===== src/verilog/bus_pkg.sv =====
/*
 * host register bus definitions
 * request struct, address field helpers and block/offset codes
 */

package bus_pkg;

    typedef logic [15:0] addr_t;
    typedef logic [31:0] data_t;

    // one request per sysclk, no handshake
    typedef struct packed {
        logic  wen;
        addr_t waddr;
        data_t wdata;
        addr_t raddr;
    } reg_bus_t;

    // block code, addr[15:12]
    localparam logic [3:0] ADDR_MAIN = 4'd0;

    // channel 0 holds board regs, 1..4 are axes
    localparam logic [3:0] CHAN_BOARD = 4'd0;

    // offsets, addr[3:0]
    localparam logic [3:0] OFF_ADC_DATA   = 4'd0;
    localparam logic [3:0] OFF_DAC_CTRL   = 4'd1;
    localparam logic [3:0] OFF_BOARD_CTRL = 4'd0;

    function automatic logic [3:0] addr_blk(input addr_t a);
        return a[15:12];
    endfunction

    function automatic logic [3:0] addr_chan(input addr_t a);
        return a[7:4];
    endfunction

    function automatic logic [3:0] addr_off(input addr_t a);
        return a[3:0];
    endfunction

endpackage


===== src/verilog/motor_pkg.sv =====
/*
 * motor axis definitions
 * axis count, current word, board input bundle and safety limits
 */

package motor_pkg;

    localparam int NUM_AXES = 4;

    // unsigned current, same scale for command and feedback
    typedef logic [15:0] cur_t;

    // one bit per axis, bit 0 is axis 1
    typedef logic [NUM_AXES-1:0] axis_mask_t;

    // rotary switch value, already inverted
    typedef logic [3:0] board_id_t;

    // slow board level inputs
    typedef struct packed {
        axis_mask_t fault;
        axis_mask_t home;
        board_id_t  board_id;
    } board_in_t;

    // -----------------------------------------
    // safety limits
    // -----------------------------------------

    // slack added on top of twice the command
    localparam cur_t SAFETY_MARGIN = 16'd64;

    // consecutive overcurrent samples before trip
    localparam int SAFETY_COUNT = 4;
    localparam int SAFETY_CNT_W = $clog2(SAFETY_COUNT + 1);

    typedef logic [SAFETY_CNT_W-1:0] safety_cnt_t;

endpackage


===== src/verilog/input_sync.sv =====
/*
 * two-flop synchronizer for slow asynchronous level inputs
 * payload type set by parameter, both stages reset to zero
 */

`timescale 1ns/100ps

module input_sync #(
    parameter type T = logic
) (
    input  logic sysclk,
    input  logic rst,
    input  T     din,
    output T     dout
);

    // first stage, may go metastable
    T meta;

    always_ff @(posedge sysclk) begin
        if (rst) begin
            meta <= '0;
            dout <= '0;
        end else begin
            meta <= din;
            dout <= meta;
        end
    end

endmodule


===== src/verilog/dac_regs.sv =====
/*
 * per-axis current command registers
 * stores host writes, pulses a per-axis write strobe,
 * reads back command or synchronized feedback
 */

`timescale 1ns/100ps

module dac_regs (
    input  logic                                     sysclk,
    input  logic                                     rst,
    input  bus_pkg::reg_bus_t                        bus,
    input  motor_pkg::cur_t [motor_pkg::NUM_AXES-1:0] fb,
    output bus_pkg::data_t                           rdata,
    output motor_pkg::cur_t [motor_pkg::NUM_AXES-1:0] cmd,
    output motor_pkg::axis_mask_t                    cmd_wr
);

    import bus_pkg::*;
    import motor_pkg::*;

    axis_mask_t wr_sel;
    cur_t       sel_cmd;
    cur_t       sel_fb;
    logic       sel_hit;

    // -----------------------------------------
    // write decode
    // -----------------------------------------

    always_comb begin
        wr_sel = '0;
        if (bus.wen && addr_blk(bus.waddr) == ADDR_MAIN &&
            addr_off(bus.waddr) == OFF_DAC_CTRL) begin
            // channel n maps to axis n-1
            for (int i = 0; i < NUM_AXES; i++) begin
                if (addr_chan(bus.waddr) == 4'(i + 1)) begin
                    wr_sel[i] = 1'b1;
                end
            end
        end
    end

    // new command and strobe appear together
    always_ff @(posedge sysclk) begin
        if (rst) begin
            cmd    <= '0;
            cmd_wr <= '0;
        end else begin
            cmd_wr <= wr_sel;
            for (int i = 0; i < NUM_AXES; i++) begin
                if (wr_sel[i]) begin
                    cmd[i] <= cur_t'(bus.wdata[15:0]);
                end
            end
        end
    end

    // -----------------------------------------
    // readback
    // -----------------------------------------

    always_comb begin
        sel_cmd = '0;
        sel_fb  = '0;
        sel_hit = 1'b0;
        for (int i = 0; i < NUM_AXES; i++) begin
            if (addr_chan(bus.raddr) == 4'(i + 1)) begin
                sel_cmd = cmd[i];
                sel_fb  = fb[i];
                sel_hit = 1'b1;
            end
        end
        // zero-extended, unmapped offsets read zero
        if (!sel_hit) begin
            rdata = '0;
        end else if (addr_off(bus.raddr) == OFF_DAC_CTRL) begin
            rdata = {16'd0, sel_cmd};
        end else if (addr_off(bus.raddr) == OFF_ADC_DATA) begin
            rdata = {16'd0, sel_fb};
        end else begin
            rdata = '0;
        end
    end

endmodule


===== src/verilog/safety_check.sv =====
/*
 * single axis overcurrent detector
 * trips after a run of samples above 2*cmd + margin,
 * latched until the axis command is rewritten
 */

`timescale 1ns/100ps

module safety_check (
    input  logic            sysclk,
    input  logic            rst,
    input  motor_pkg::cur_t cur_fb,
    input  motor_pkg::cur_t cur_cmd,
    input  logic            clear,
    output logic            amp_disable
);

    import motor_pkg::*;

    // two extra bits hold 2*cmd + margin without wrap
    localparam int CMP_W = $bits(cur_t) + 2;

    logic [CMP_W-1:0] limit;
    logic             over;
    safety_cnt_t      cnt;

    // -----------------------------------------
    // threshold compare
    // -----------------------------------------

    always_comb begin
        limit = (CMP_W'(cur_cmd) << 1) + CMP_W'(SAFETY_MARGIN);
        over  = CMP_W'(cur_fb) > limit;
    end

    // -----------------------------------------
    // persistence counter and latch
    // -----------------------------------------

    always_ff @(posedge sysclk) begin
        if (rst) begin
            cnt         <= '0;
            amp_disable <= 1'b0;
        end else if (clear) begin
            // command rewrite, start over
            cnt         <= '0;
            amp_disable <= 1'b0;
        end else begin
            if (!over) begin
                cnt <= '0;
            end else if (cnt != safety_cnt_t'(SAFETY_COUNT)) begin
                cnt <= cnt + 1'b1;
            end
            // this sample completes the run
            if (over && cnt == safety_cnt_t'(SAFETY_COUNT - 1)) begin
                amp_disable <= 1'b1;
            end
        end
    end

endmodule


===== src/verilog/board_regs.sv =====
/*
 * channel 0 board control and status
 * amplifier and power enables, fault/home inputs, board id
 * and safety status readout
 */

`timescale 1ns/100ps

module board_regs (
    input  logic                  sysclk,
    input  logic                  rst,
    input  bus_pkg::reg_bus_t     bus,
    input  motor_pkg::board_in_t  board,
    input  motor_pkg::axis_mask_t safety_amp_disable,
    output bus_pkg::data_t        rdata,
    output motor_pkg::axis_mask_t amp_enable,
    output logic                  pwr_enable
);

    import bus_pkg::*;
    import motor_pkg::*;

    // host requested amp enables before gating
    axis_mask_t amp_req;
    logic       ctrl_wr;
    data_t      status;

    // -----------------------------------------
    // control write
    // -----------------------------------------

    always_comb begin
        ctrl_wr = bus.wen &&
                  addr_blk(bus.waddr) == ADDR_MAIN &&
                  addr_chan(bus.waddr) == CHAN_BOARD &&
                  addr_off(bus.waddr) == OFF_BOARD_CTRL;
    end

    always_ff @(posedge sysclk) begin
        if (rst) begin
            amp_req    <= '0;
            pwr_enable <= 1'b0;
        end else if (ctrl_wr) begin
            amp_req    <= bus.wdata[3:0];
            pwr_enable <= bus.wdata[4];
        end
    end

    // gated enable, one cycle behind request and trip
    always_ff @(posedge sysclk) begin
        if (rst) begin
            amp_enable <= '0;
        end else begin
            amp_enable <= amp_req & {NUM_AXES{pwr_enable}} & ~safety_amp_disable;
        end
    end

    // -----------------------------------------
    // status read
    // -----------------------------------------

    always_comb begin
        status        = '0;
        status[3:0]   = amp_enable;
        status[4]     = pwr_enable;
        status[11:8]  = safety_amp_disable;
        status[15:12] = board.fault;
        status[19:16] = board.home;
        status[27:24] = board.board_id;
        // only the control offset is mapped
        rdata = (addr_off(bus.raddr) == OFF_BOARD_CTRL) ? status : '0;
    end

endmodule


===== src/verilog/motor_ctrl_top.sv =====
/*
 * four-axis motor controller register core
 * input synchronizers, command registers, per-axis safety
 * checks, board registers and the registered read mux
 */

`timescale 1ns/100ps

module motor_ctrl_top (
    input  logic                                      sysclk,
    input  logic                                      rst,
    input  bus_pkg::reg_bus_t                         bus,
    input  motor_pkg::cur_t [motor_pkg::NUM_AXES-1:0] cur_fb,
    input  motor_pkg::axis_mask_t                     fault,
    input  motor_pkg::axis_mask_t                     home,
    input  logic [3:0]                                wenid,
    output bus_pkg::data_t                            reg_rdata,
    output motor_pkg::axis_mask_t                     amp_enable,
    output logic                                      pwr_enable
);

    import bus_pkg::*;
    import motor_pkg::*;

    board_in_t              board_raw;
    board_in_t              board_sync;
    cur_t [NUM_AXES-1:0]    fb_sync;
    cur_t [NUM_AXES-1:0]    cur_cmd;
    axis_mask_t             cmd_wr;
    axis_mask_t             safety_amp_disable;
    data_t                  rdata_dac;
    data_t                  rdata_chan0;
    logic [3:0]             rd_chan;

    // -----------------------------------------
    // input synchronizers
    // -----------------------------------------

    // rotary switch is active low
    assign board_raw = '{fault: fault, home: home, board_id: ~wenid};

    input_sync #(.T(board_in_t)) sync_board (
        .sysclk (sysclk),
        .rst    (rst),
        .din    (board_raw),
        .dout   (board_sync)
    );

    input_sync #(.T(cur_t [NUM_AXES-1:0])) sync_fb (
        .sysclk (sysclk),
        .rst    (rst),
        .din    (cur_fb),
        .dout   (fb_sync)
    );

    // -----------------------------------------
    // command registers, channels 1..4
    // -----------------------------------------

    dac_regs dac (
        .sysclk (sysclk),
        .rst    (rst),
        .bus    (bus),
        .fb     (fb_sync),
        .rdata  (rdata_dac),
        .cmd    (cur_cmd),
        .cmd_wr (cmd_wr)
    );

    // one checker per axis, cleared by its own command write
    for (genvar i = 0; i < NUM_AXES; i++) begin : safe
        safety_check check (
            .sysclk      (sysclk),
            .rst         (rst),
            .cur_fb      (fb_sync[i]),
            .cur_cmd     (cur_cmd[i]),
            .clear       (cmd_wr[i]),
            .amp_disable (safety_amp_disable[i])
        );
    end

    // -----------------------------------------
    // channel 0 board registers
    // -----------------------------------------

    board_regs chan0 (
        .sysclk             (sysclk),
        .rst                (rst),
        .bus                (bus),
        .board              (board_sync),
        .safety_amp_disable (safety_amp_disable),
        .rdata              (rdata_chan0),
        .amp_enable         (amp_enable),
        .pwr_enable         (pwr_enable)
    );

    // -----------------------------------------
    // read mux, block first, then channel
    // -----------------------------------------

    assign rd_chan = addr_chan(bus.raddr);

    always_ff @(posedge sysclk) begin
        if (rst) begin
            reg_rdata <= '0;
        end else if (addr_blk(bus.raddr) != ADDR_MAIN) begin
            reg_rdata <= '0;
        end else if (rd_chan == CHAN_BOARD) begin
            reg_rdata <= rdata_chan0;
        end else if (rd_chan <= 4'(NUM_AXES)) begin
            reg_rdata <= rdata_dac;
        end else begin
            // unused channels
            reg_rdata <= '0;
        end
    end

endmodule


===== config.mk =====
export PLATFORM = sky130hd
export DESIGN_NAME = motor_ctrl_top
export DESIGN_NICKNAME = d
export VERILOG_FILES = /design/src/verilog/bus_pkg.sv /design/src/verilog/motor_pkg.sv /design/src/verilog/input_sync.sv /design/src/verilog/dac_regs.sv /design/src/verilog/safety_check.sv /design/src/verilog/board_regs.sv /design/src/verilog/motor_ctrl_top.sv
export SDC_FILE = /design/constraint.sdc
export NUM_CORES = 1
export LEC_CHECK = 0
export BUFFER_PORTS_ARGS = -buffer_cell sky130_fd_sc_hd__buf_2
export CORE_MARGIN = 2
export CORE_UTILIZATION = 59
export CTS_BUF_LIST = sky130_fd_sc_hd__clkbuf_4
export DETAILED_ROUTE_END_ITERATION = 8
export GPL_TIMING_DRIVEN = 0
export PLACE_DENSITY = 0.83
export SYNTH_ARGS = -nofsm -noshare
export SYNTH_HDL_FRONTEND = slang
export SYNTH_SLANG_ARGS = --single-unit

===== constraint.sdc =====
create_clock -name sysclk -period 2.98 [get_ports sysclk]
set_input_delay 0.149 -clock sysclk [delete_from_list [all_inputs] [get_ports sysclk]]
set_output_delay 0.149 -clock sysclk [all_outputs]
set_load 0.02 [all_outputs]

=== Yosys cells after proc, flatten, opt, wreduce, memory -nomap -nowiden ===
Cells that the tools add are included.

* Bits of input ports: 143
* Logic and storage cells: 116
* Register bits after elaboration: 277

* Add/subtract/negate cells: 8
* $lt $le $gt $ge: 5
* Reduce and logical (&&, ||, !) cells: 23
* Equal/unequal tests: 18
* Muxes and demuxes: 23
* Bitwise operators: 8

{| class="wikitable"
|+ Operators with widths
! cell !! count
|-
| 2-to-1 mux 16 bit || 9
|-
| 2-to-1 mux 32 bit || 4
|-
| adder 17 x 7 -> 18 bit (second input constant) || 4
|-
| greater-than comparator 16 x 18 -> 1 bit || 4
|-
| 2-to-1 mux 28 bit || 1
|-
| zero test 4 bit || 5
|-
| == test 4 x 1 -> 1 bit (second input constant) || 4
|-
| == test 4 x 2 -> 1 bit (second input constant) || 4
|-
| adder 3 x 1 -> 3 bit (second input constant) || 4
|-
| == test 3 x 2 -> 1 bit (second input constant) || 4
|-
| inequality test 3 bit (second input constant) || 4
|-
| OR reduction 3 bit || 4
|-
| OR reduction 2 bit || 5
|-
| AND 4 bit || 2
|-
| == test 4 x 3 -> 1 bit (second input constant) || 2
|-
| logical AND 1 bit || 8
|-
| 2-to-1 mux 1 bit || 8
|-
| NOT 4 bit || 2
|-
| less-or-equal comparator 4 x 3 -> 1 bit (second input constant) || 1
|-
| 2-to-1 mux 4 bit || 1
|-
| NOT 1 bit || 4
|-
| nonzero test 4 bit || 1
|}

=== Longest topological paths before layout ===
Gate-level depths: netlist of run 1.

* Depth after elaboration: 10
* Depth in mapped cells: 12
* Mapped depth without buffers: 12

=== Cells and area by module ===
A second synthesis of run 1 with hierarchy kept.

* Cell total of the unflattened synthesis: 1,465
* Area, all modules: 13,324.0 um^2

{| class="wikitable"
|+ Modules (own cells, without submodules)
! module !! area each (um^2) !! sequential area each (um^2) !! instances !! cells each
|-
| dac_regs || 3,983.8 || 1,361.3 || 1 || 525
|-
| input_sync at sync_fb || 3,464.6 || 2,562.5 || 1 || 270
|-
| safety_check || 768.2 || 80.1 || 4 || 99
|-
| motor_ctrl_top || 1,496.4 || 640.6 || 1 || 154
|-
| input_sync at sync_board || 693.2 || 480.5 || 1 || 50
|-
| board_regs || 613.1 || 180.2 || 1 || 70
|}

=== Worst setup path after synthesis of run 1 ===
OpenSTA, ideal clock, no wires.

* Path kind: register to register
* From: reg dac.cmd[37] (netlist name)
* To: reg safe[2].check.amp_disable
* Clock period less this slack: 2.360 ns
* Stages on the path, launching flop included: 12
* Setup slack: 0.620 ns
* Data arrival time: 2.284 ns
* Cell sequence: dfxtp_1 -> ha_1 -> nand2_1 -> nor2_1 -> nand3_1 -> xor2_1 -> ha_1 -> nand4_1 -> nor4_1 -> a21boi_0 -> o2111ai_1 -> o21ai_0

* Word-level cells in the longest chain between the ends: 3

{| class="wikitable"
|+ Ends and longest elaborated chain
! item !! line !! source
|-
| from (decl) || dac_regs.sv:15 || <nowiki>output motor_pkg::cur_t [motor_pkg::NUM_AXES-1:0] cmd,</nowiki>
|-
| from (signal, indexed assignment) || dac_regs.sv:53 || <nowiki>cmd[i] <= cur_t'(bus.wdata[15:0]);</nowiki>
|-
| adder 17 x 7 -> 18 bit || safety_check.sv:32 || <nowiki>limit = (CMP_W'(cur_cmd) << 1) + CMP_W'(SAFETY_MARGIN);</nowiki>
|-
| greater-than comparator 16 x 18 -> 1 bit || safety_check.sv:33 || <nowiki>over = CMP_W'(cur_fb) > limit;</nowiki>
|-
| logical AND 1 bit || safety_check.sv:55 || <nowiki>if (over && cnt == safety_cnt_t'(SAFETY_COUNT - 1)) begin</nowiki>
|-
| to (signal assigned) || safety_check.sv:43 || <nowiki>amp_disable <= 1'b0;</nowiki>
|-
| to (signal assigned) || safety_check.sv:47 || <nowiki>amp_disable <= 1'b0;</nowiki>
|-
| to (signal assigned) || safety_check.sv:56 || <nowiki>amp_disable <= 1'b1;</nowiki>
|-
| to (decl) || safety_check.sv:15 || <nowiki>output logic amp_disable</nowiki>
|}

No other way between the ends.
A chain may end at the register's enable or synchronous reset.

=== Final worst setup path of run 1 ===
* From: in bus[63] (netlist name)
* To: reg dac.cmd_wr[0]

* Word-level cells in the longest chain between the ends: 4

{| class="wikitable"
|+ Ends and longest elaborated chain
! item !! line !! source
|-
| from (decl) || motor_ctrl_top.sv:12 || <nowiki>input bus_pkg::reg_bus_t bus,</nowiki>
|-
| zero test 4 bit || dac_regs.sv:33 || <nowiki>if (bus.wen && addr_blk(bus.waddr) == ADDR_MAIN &&</nowiki>
|-
| logical AND 1 bit (2 in series) || dac_regs.sv:33 ||
|-
| 2-to-1 mux 4 bit || dac_regs.sv:33 ||
|-
| to (signal assigned) || dac_regs.sv:50 || <nowiki>cmd_wr <= wr_sel;</nowiki>
|-
| to (decl) || dac_regs.sv:16 || <nowiki>output motor_pkg::axis_mask_t cmd_wr</nowiki>
|}

No other way between the ends.

==> impl_results.md, run 1 <==
- Starting Density: 0.606
- Synth Area in XOR/XNOR: 0.0283
- Via count: around 10000
- Largest family of logic cells by synthesized area: simple AND/OR/NAND/NOR gates
- Max incr delay on CP: 630 ps
- Outcome: finished, violations left
- Post-synthesis register bit count: 269
- Overall Global Routing Usage: 0.344
- Failing checks: DRC
- Synth Area in Compound Gates: 0.115
- Core area: approximately 0.019 mm^2
- Share of cells above drive strength 1: 0.180
- Top-area cell type share of the netlist area: 0.470
- CTS sink cnt: 269
- H-tree levels: 3
- Pins Over Slew Limit: 0
- Cell family with most CP delay: buffers and inverters
- Startpoint Class: input port
- Critical path class: input port to flop
- Final Hold Viols: 0
- Synth Area in Simple Gates: 0.217
- Clk_lat worst skew: 690 ps
- Lkg Pwr: 5.97 nW
- Drt pass-1 iters: 8
- Ports: between 150 and 200
- GP Congestion: approximately 0.95
- Layout Skew: 44.7 ps
- Syn_area_per_cell: 9.19 um^2
- Synth warnings: 0
- CP Buf/Inv Count: 5
- Critical Path Sink Type: flop
- MaxCap Viol Count: 0
- Initial DRC Count: 932
- Initial antenna violation count: 3
- Placed Cells: 1657
- Min Hold Slack: 102 ps
- Synth cell types: 57
- Relative slew slack: 0.307
- Wirelength per Cell: 18.9 um
- CTS root buf: clkbuf_4
- CP Cell Sequence: dlygate4sd3_1 -> buf_2 -> or2_2 -> dlygate4sd3_1 -> nor4_4 -> dlygate4sd3_1 -> nand2_1 -> nor3_1 -> dlygate4sd3_1
- Final WL: 35.6 mm
- Critical-path top delay cell: dlygate4sd3_1
- CTS Buffer Depth: 3
- Largest net degree at the start of global routing: 11
- Num rows: 50
- Die H: 143 um
- Fmax: 348 MHz
- Post-Syn Area: 0.0114 mm^2
- Final net count: 1796
- PnR worst setup slack: 108 ps
- Most used flip-flop cell after synthesis: dfxtp_1
- Vias in the first global route: slightly above 10000
- Crit Path Max Fanout: 7
- DP Area: 0.0125 mm^2
- Die area: 0.0205 mm^2
- # port buffers: 144
- Final Non-Filler Cells: about 1900
- CP dominant cell by count: dlygate4sd3_1
- HPWL Detailed: 24.2 mm
- P&R area growth vs syn: 26.9%
- Clock slew at reported path FFs: 70 ps
- Multiplexer share of the synthesized area: 0.0429
- Sequential-to-total area share from yosys stat: 0.470
- Post-synth EDFFs: 0
- Post-synth ARST share: 0
- Peak VDD IR: 0.387 mV
- HP Start: rst
- Cell count after synthesis: 1246
- Pwr Density: 513 mW/mm^2
- Hold crit path type: input port to flop
- GRT overflow: 0
- CTS tree: built
- DR DRC count: 2
- Area contributors post-synth: dfxtp_1, nor2b_1, ha_1, a21oi_1, nand2_1
- Crit Reg-Reg Startpoint: dac.cmd[23]
- Final Setup Violations: 0
- Setup_tns: 0 ps
- Area leader, netlist: dfxtp_1
- Crit path from: bus[63]
- Via/cell ratio: 5.54
- Final period util: 0.964
- Synth Area in Adders: 0.0840
- First-pass GRT wire length: 53.1 mm
- Critical Path RT: 3580 ps
- TritonCTS Buffers: 68
- Worst slew pin tran: around 1000 ps
- Arrival time of the worst setup path: 3470 ps
- Dpl ws: -267 ps
- RSZ-0062 raised after global routing: no
- Post-DRT Antenna Nets: 0
- Final Critical Period: 2870 ps
- Die width: 143 um
- Final instance area: 0.0145 mm^2
## where the power goes
group | total, W | leakage [nW] | internal, W | switching, W
clock network | 0.00299 | 0.495 | 0.00156 | 0.00143
registers | 0.00377 | 2.20 | 0.00370 | 0.0000632
logic | 0.000688 | 3.27 | 0.000326 | 0.000362
## final timing paths
kind                            slack, ps                         to  cells after the start
worst min register to register        420           sync_fb.dout[47]                      1
worst min-delay path                  100           sync_fb.meta[55]                      3
worst max-delay path                  110              dac.cmd_wr[0]                      9
worst max register to register        120  safe[1].check.amp_disable                     10
## cells in the final DEF (no fill, tap or decap), types with 9 or more instances in the layout
cell / count
ha_1: 76
dfxtp_1: 263
buf_4: 10
o21ai_0: 41
inv_1: 42
buf_2: 152
nor3b_1: 9
dlygate4sd3_1: 109
xor2_1: 20
nand2_1: 138
and2_1: 9
and3_1: 10
a21oi_1: 129
nor2b_1: 154
xnor2_1: 17
mux2i_1: 49
nand3_1: 33
nand4_1: 9
clkbuf_4: 95
clkbuf_1: 44
clkinv_1: 12
a32o_1: 13
nor2_1: 84
## layout make-up
cell class	instances	area, um^2
multi-input combinational	875	5670
fill	1296	4370
clock inverter	20	109
inverter	42	158
buffer	67	329
sequential	269	5390
clock buffer	95	713
tap	260	325
timing repair buffer	254	1820
antenna	3	7.51
## cell families after synthesis
logic type / Yosys count
AOI/OAI and AO/OA: 224
other: 1
buffers and inverters: 109
xor gates and xnor gates: 37
DFF: 269
muxes: 49
adders and majority gates: 77
and+or+nand+nor: 480
## synth_stat cells (all sizes together), types with 2 or more instances
cell type  instances
a211oi             2
a21boi             4
a21o               8
a21oi            129
a221oi             5
a22o               5
a32o              13
and2               9
and3              10
buf               22
clkbuf            45
dfxtp            269
ha                76
inv               42
mux2i             49
nand2            138
nand2b             2
nand3             33
nand3b             2
nand4              9
nor2              88
nor2b            154
nor3               7
nor3b              9
nor4               6
nor4b              3
o2111ai            3
o21ai             41
o221ai             5
o311ai             4
or2                3
or3                2
or4b               2
xnor2             17
xor2              20
## repair_timing
item / CTS / global route
setup endpoints to repair: 8 / 13
gates resized for setup: 6 / 15
gates cloned: 0 / 0
buffers inserted: 0 / 1
endpoints found under the hold margin: 154 / 0
hold buffers: 109 / 0
pin swaps: 0 / 2
## metal layers
layer	global-route usage	wire length (um)	vias up
met4	0.179	1850	0
met2	0.592	17100	621
li1	-	-	4909
met1	0.402	13300	4775
met3	0.0744	3340	144
met5	0	0	-
## metrics by stage
| step | power [W] | util |
|---|---|---|
| finish | 0.00745 | 0.769 |
| global route | 0.00775 | 0.769 |
| CTS | 0.00745 | 0.765 |
| detailed placement | 0.00438 | 0.663 |
| global placement | 0.00437 | 0.663 |
| floorplan | 0.00415 | - |
## worst min-delay path, stage by stage
cell and delay, ps:
clkbuf_1 210, clkbuf_8 260, nor2b_1 110
## flip-flops by register name, summed over array words and instances, names as in the netlist, 12 cells and up
| name | count |
|---|---|
| reg_rdata | 24 |
| sync_board.meta | 12 |
| sync_fb.meta | 64 |
| sync_board.dout | 12 |
| dac.cmd | 64 |
| sync_fb.dout | 64 |
| safe.check.cnt | 12 |
Note: power is estimated with default switching activity, not from simulation.
==> inputs of run 2 (changes only) <==
RECOVER_POWER = 100   (was default)
==> run 2 against run 1 <==
Worst setup slack worse by 20 ps. The run now ends clean. Non-clock buffer count unchanged. First-iteration DRC count down 4.4%. Core utilization down 0.39 points. Count of clock-buffer cells in the layout unchanged. Maximum frequency down 0.68%. Worst hold slack better by 16 ps. Die area unchanged. Routed wire length about the same. Sequential cell count unchanged. Highest routed layer unchanged.
==> impl_results.md, run 2 (same netlist as run 1, synthesis figures left out) <==
- GP Congestion: 0.953
- Wirelength per Cell: 18.9 um
- FF/Latch Area: 0.00539 mm^2
- Die width: 143 um
- Die H: 143 um
- Ports: 180
- Vias in the first global route: a little over 10000
- Pins Over Slew Limit: 0
- Dpl ws: -267 ps
- Largest net degree at the start of global routing: 11
- P&R area growth vs syn: 26.3%
- Worst slew pin tran: approximately 1000 ps
- CP Buf/Inv Count: 5
- Num rows: 50
- First-pass GRT wire length: 53.1 mm
- Final Setup Violations: 0
- CTS Buffer Depth: 3
- Area of the multi-input gates: about 0.0056 mm^2
- Core area: about 0.019 mm^2
- TritonCTS Buffers: 68
- Via count: 10400
- Cell family with most CP delay: buffers and inverters
- CP Cell Sequence: dlygate4sd3_1 -> buf_2 -> or2_2 -> dlygate4sd3_1 -> nor4_4 -> dlygate4sd3_1 -> nand2_1 -> nor3_1 -> dlygate4sd3_1
- CTS sink cnt: roughly 270
- Crit Path Max Fanout: 7
- # port buffers: 144
- Overall Global Routing Usage: 0.344
- RSZ-0062 raised after global routing: no
- CTS root buf: clkbuf_4
- Layout Skew: 47.4 ps
- Initial antenna violation count: 3
- Critical-path top delay cell: dlygate4sd3_1
- Min Hold Slack: 118 ps
- Final net count: about 1800
- GRT overflow: 0
- H-tree levels: 3
- Leading cell type in the layout, fill and taps excluded: dfxtp_1
- Final WL: 35.6 mm
- Critical path class: input port to flop
- Final core occ: 0.765
- Layout filler cell count: 1324
- Final period util: 0.970
- Hold depth: 5
- Share of cells above drive strength 1: 0.158
- Final Critical Period: 2890 ps
- Starting Density: 0.606
- Via/cell ratio: 5.51
- Top flop regs: dac.cmd: 64 flops, sync_fb.dout: 64 flops, sync_fb.meta: 64 flops
- Critical Path Sink Type: flop
- Arrival time of the worst setup path: 3490 ps
- Relative slew slack: 0.323
- CP dominant cell by count: dlygate4sd3_1
- Die area: 0.0205 mm^2
- CTS tree: built
- Critical Path RT: around 3600 ps
- R2R depth: 10
- Fmax: ~350 MHz
- Hold crit path type: input port to flop
- Startpoint Class: input port
- Post-DRT Antenna Nets: 0
- Clock slew at reported path FFs: 70 ps
- DR DRC count: 0
- Peak VDD IR: between 0.3 and 0.4 mV
- Setup_tns: 0 ps
- Levels on crit path: 9
- Drt pass-1 iters: 8
- MaxCap Viol Count: 0
- Final Hold Viols: 0
- Outcome: finished clean
- HPWL Detailed: ~24 mm
- Lkg Pwr: between 5 and 6 nW
- PnR worst setup slack: between 80 and 90 ps
- Pwr Density: around 520 mW/mm^2
- Most frequent cells in the layout: dfxtp_1, nor2b_1, nand2_1
- Clk_lat worst skew: 690 ps
- Initial DRC Count: 891
- Max incr delay on CP: 630 ps
## run 2: path summary, 6_finish.rpt
kind,start,end,slack [ps]
worst max-delay path,bus[63],dac.cmd_wr[0],90
worst min-delay path,bus[5],reg_rdata[15],120
worst max register to register,dac.cmd[23],safe[1].check.amp_disable,120
worst min register to register,sync_fb.meta[47],sync_fb.dout[47],420
## run 2: worst reg2reg max path, delay by kind of cell, from the launching register on
kind | cells | cell delay [ps]
adder cells (fa/ha/maj) | 1 | 310
XOR/XNOR | 1 | 180
AO/OA/AOI/OAI | 3 | 710
AND/OR/NAND/NOR | 5 | 1120
flip-flops | 1 | 490
## run 2: final cells by class
class | instances | area share
inverters | 42 | 0.0109
diodes | 3 | 0.000519
plain buffers | 67 | 0.0220
flip-flops and latches | 269 | 0.373
clock buffers | 95 | 0.0493
clock inverters | 20 | 0.00753
multi-input cells | 875 | 0.391
well taps | 260 | 0.0225
repair buffers | 254 | 0.123
## run 2: metrics by stage
step | instances | area, um^2 | total power, W
after global routing | 1885 | 14500 | 0.00774
after global placement | 1657 | 12500 | 0.00437
after floorplan | 1253 | 11500 | 0.00415
after CTS | 1881 | 14500 | 0.00745
after detailed placement | 1657 | 12500 | 0.00438
final | 1885 | 14500 | 0.00745
## run 2: layer usage
metal	wire length, um	global-route usage	vias up
met1	13400	0.402	4735
met2	17000	0.592	586
li1	-	-	4909
met3	3260	0.0744	153
met4	1920	0.179	0
met5	0	0	-
## run 2: report_power, final
part	leakage, nW	internal (W)	switching (W)	total (W)
clock	0.495	0.00156	0.00144	0.00300
combinational	3.12	0.000323	0.000358	0.000682
sequential	2.20	0.00370	0.0000633	0.00377
## run 2: repair_timing
action                                  4_1_cts  5_1_grt
endpoints found under the setup margin        8       13
pin swaps                                     0        2
endpoints found under the hold margin       154        0
gates resized for setup                       6       15
setup buffers                                 0        1
hold buffers                                109        0
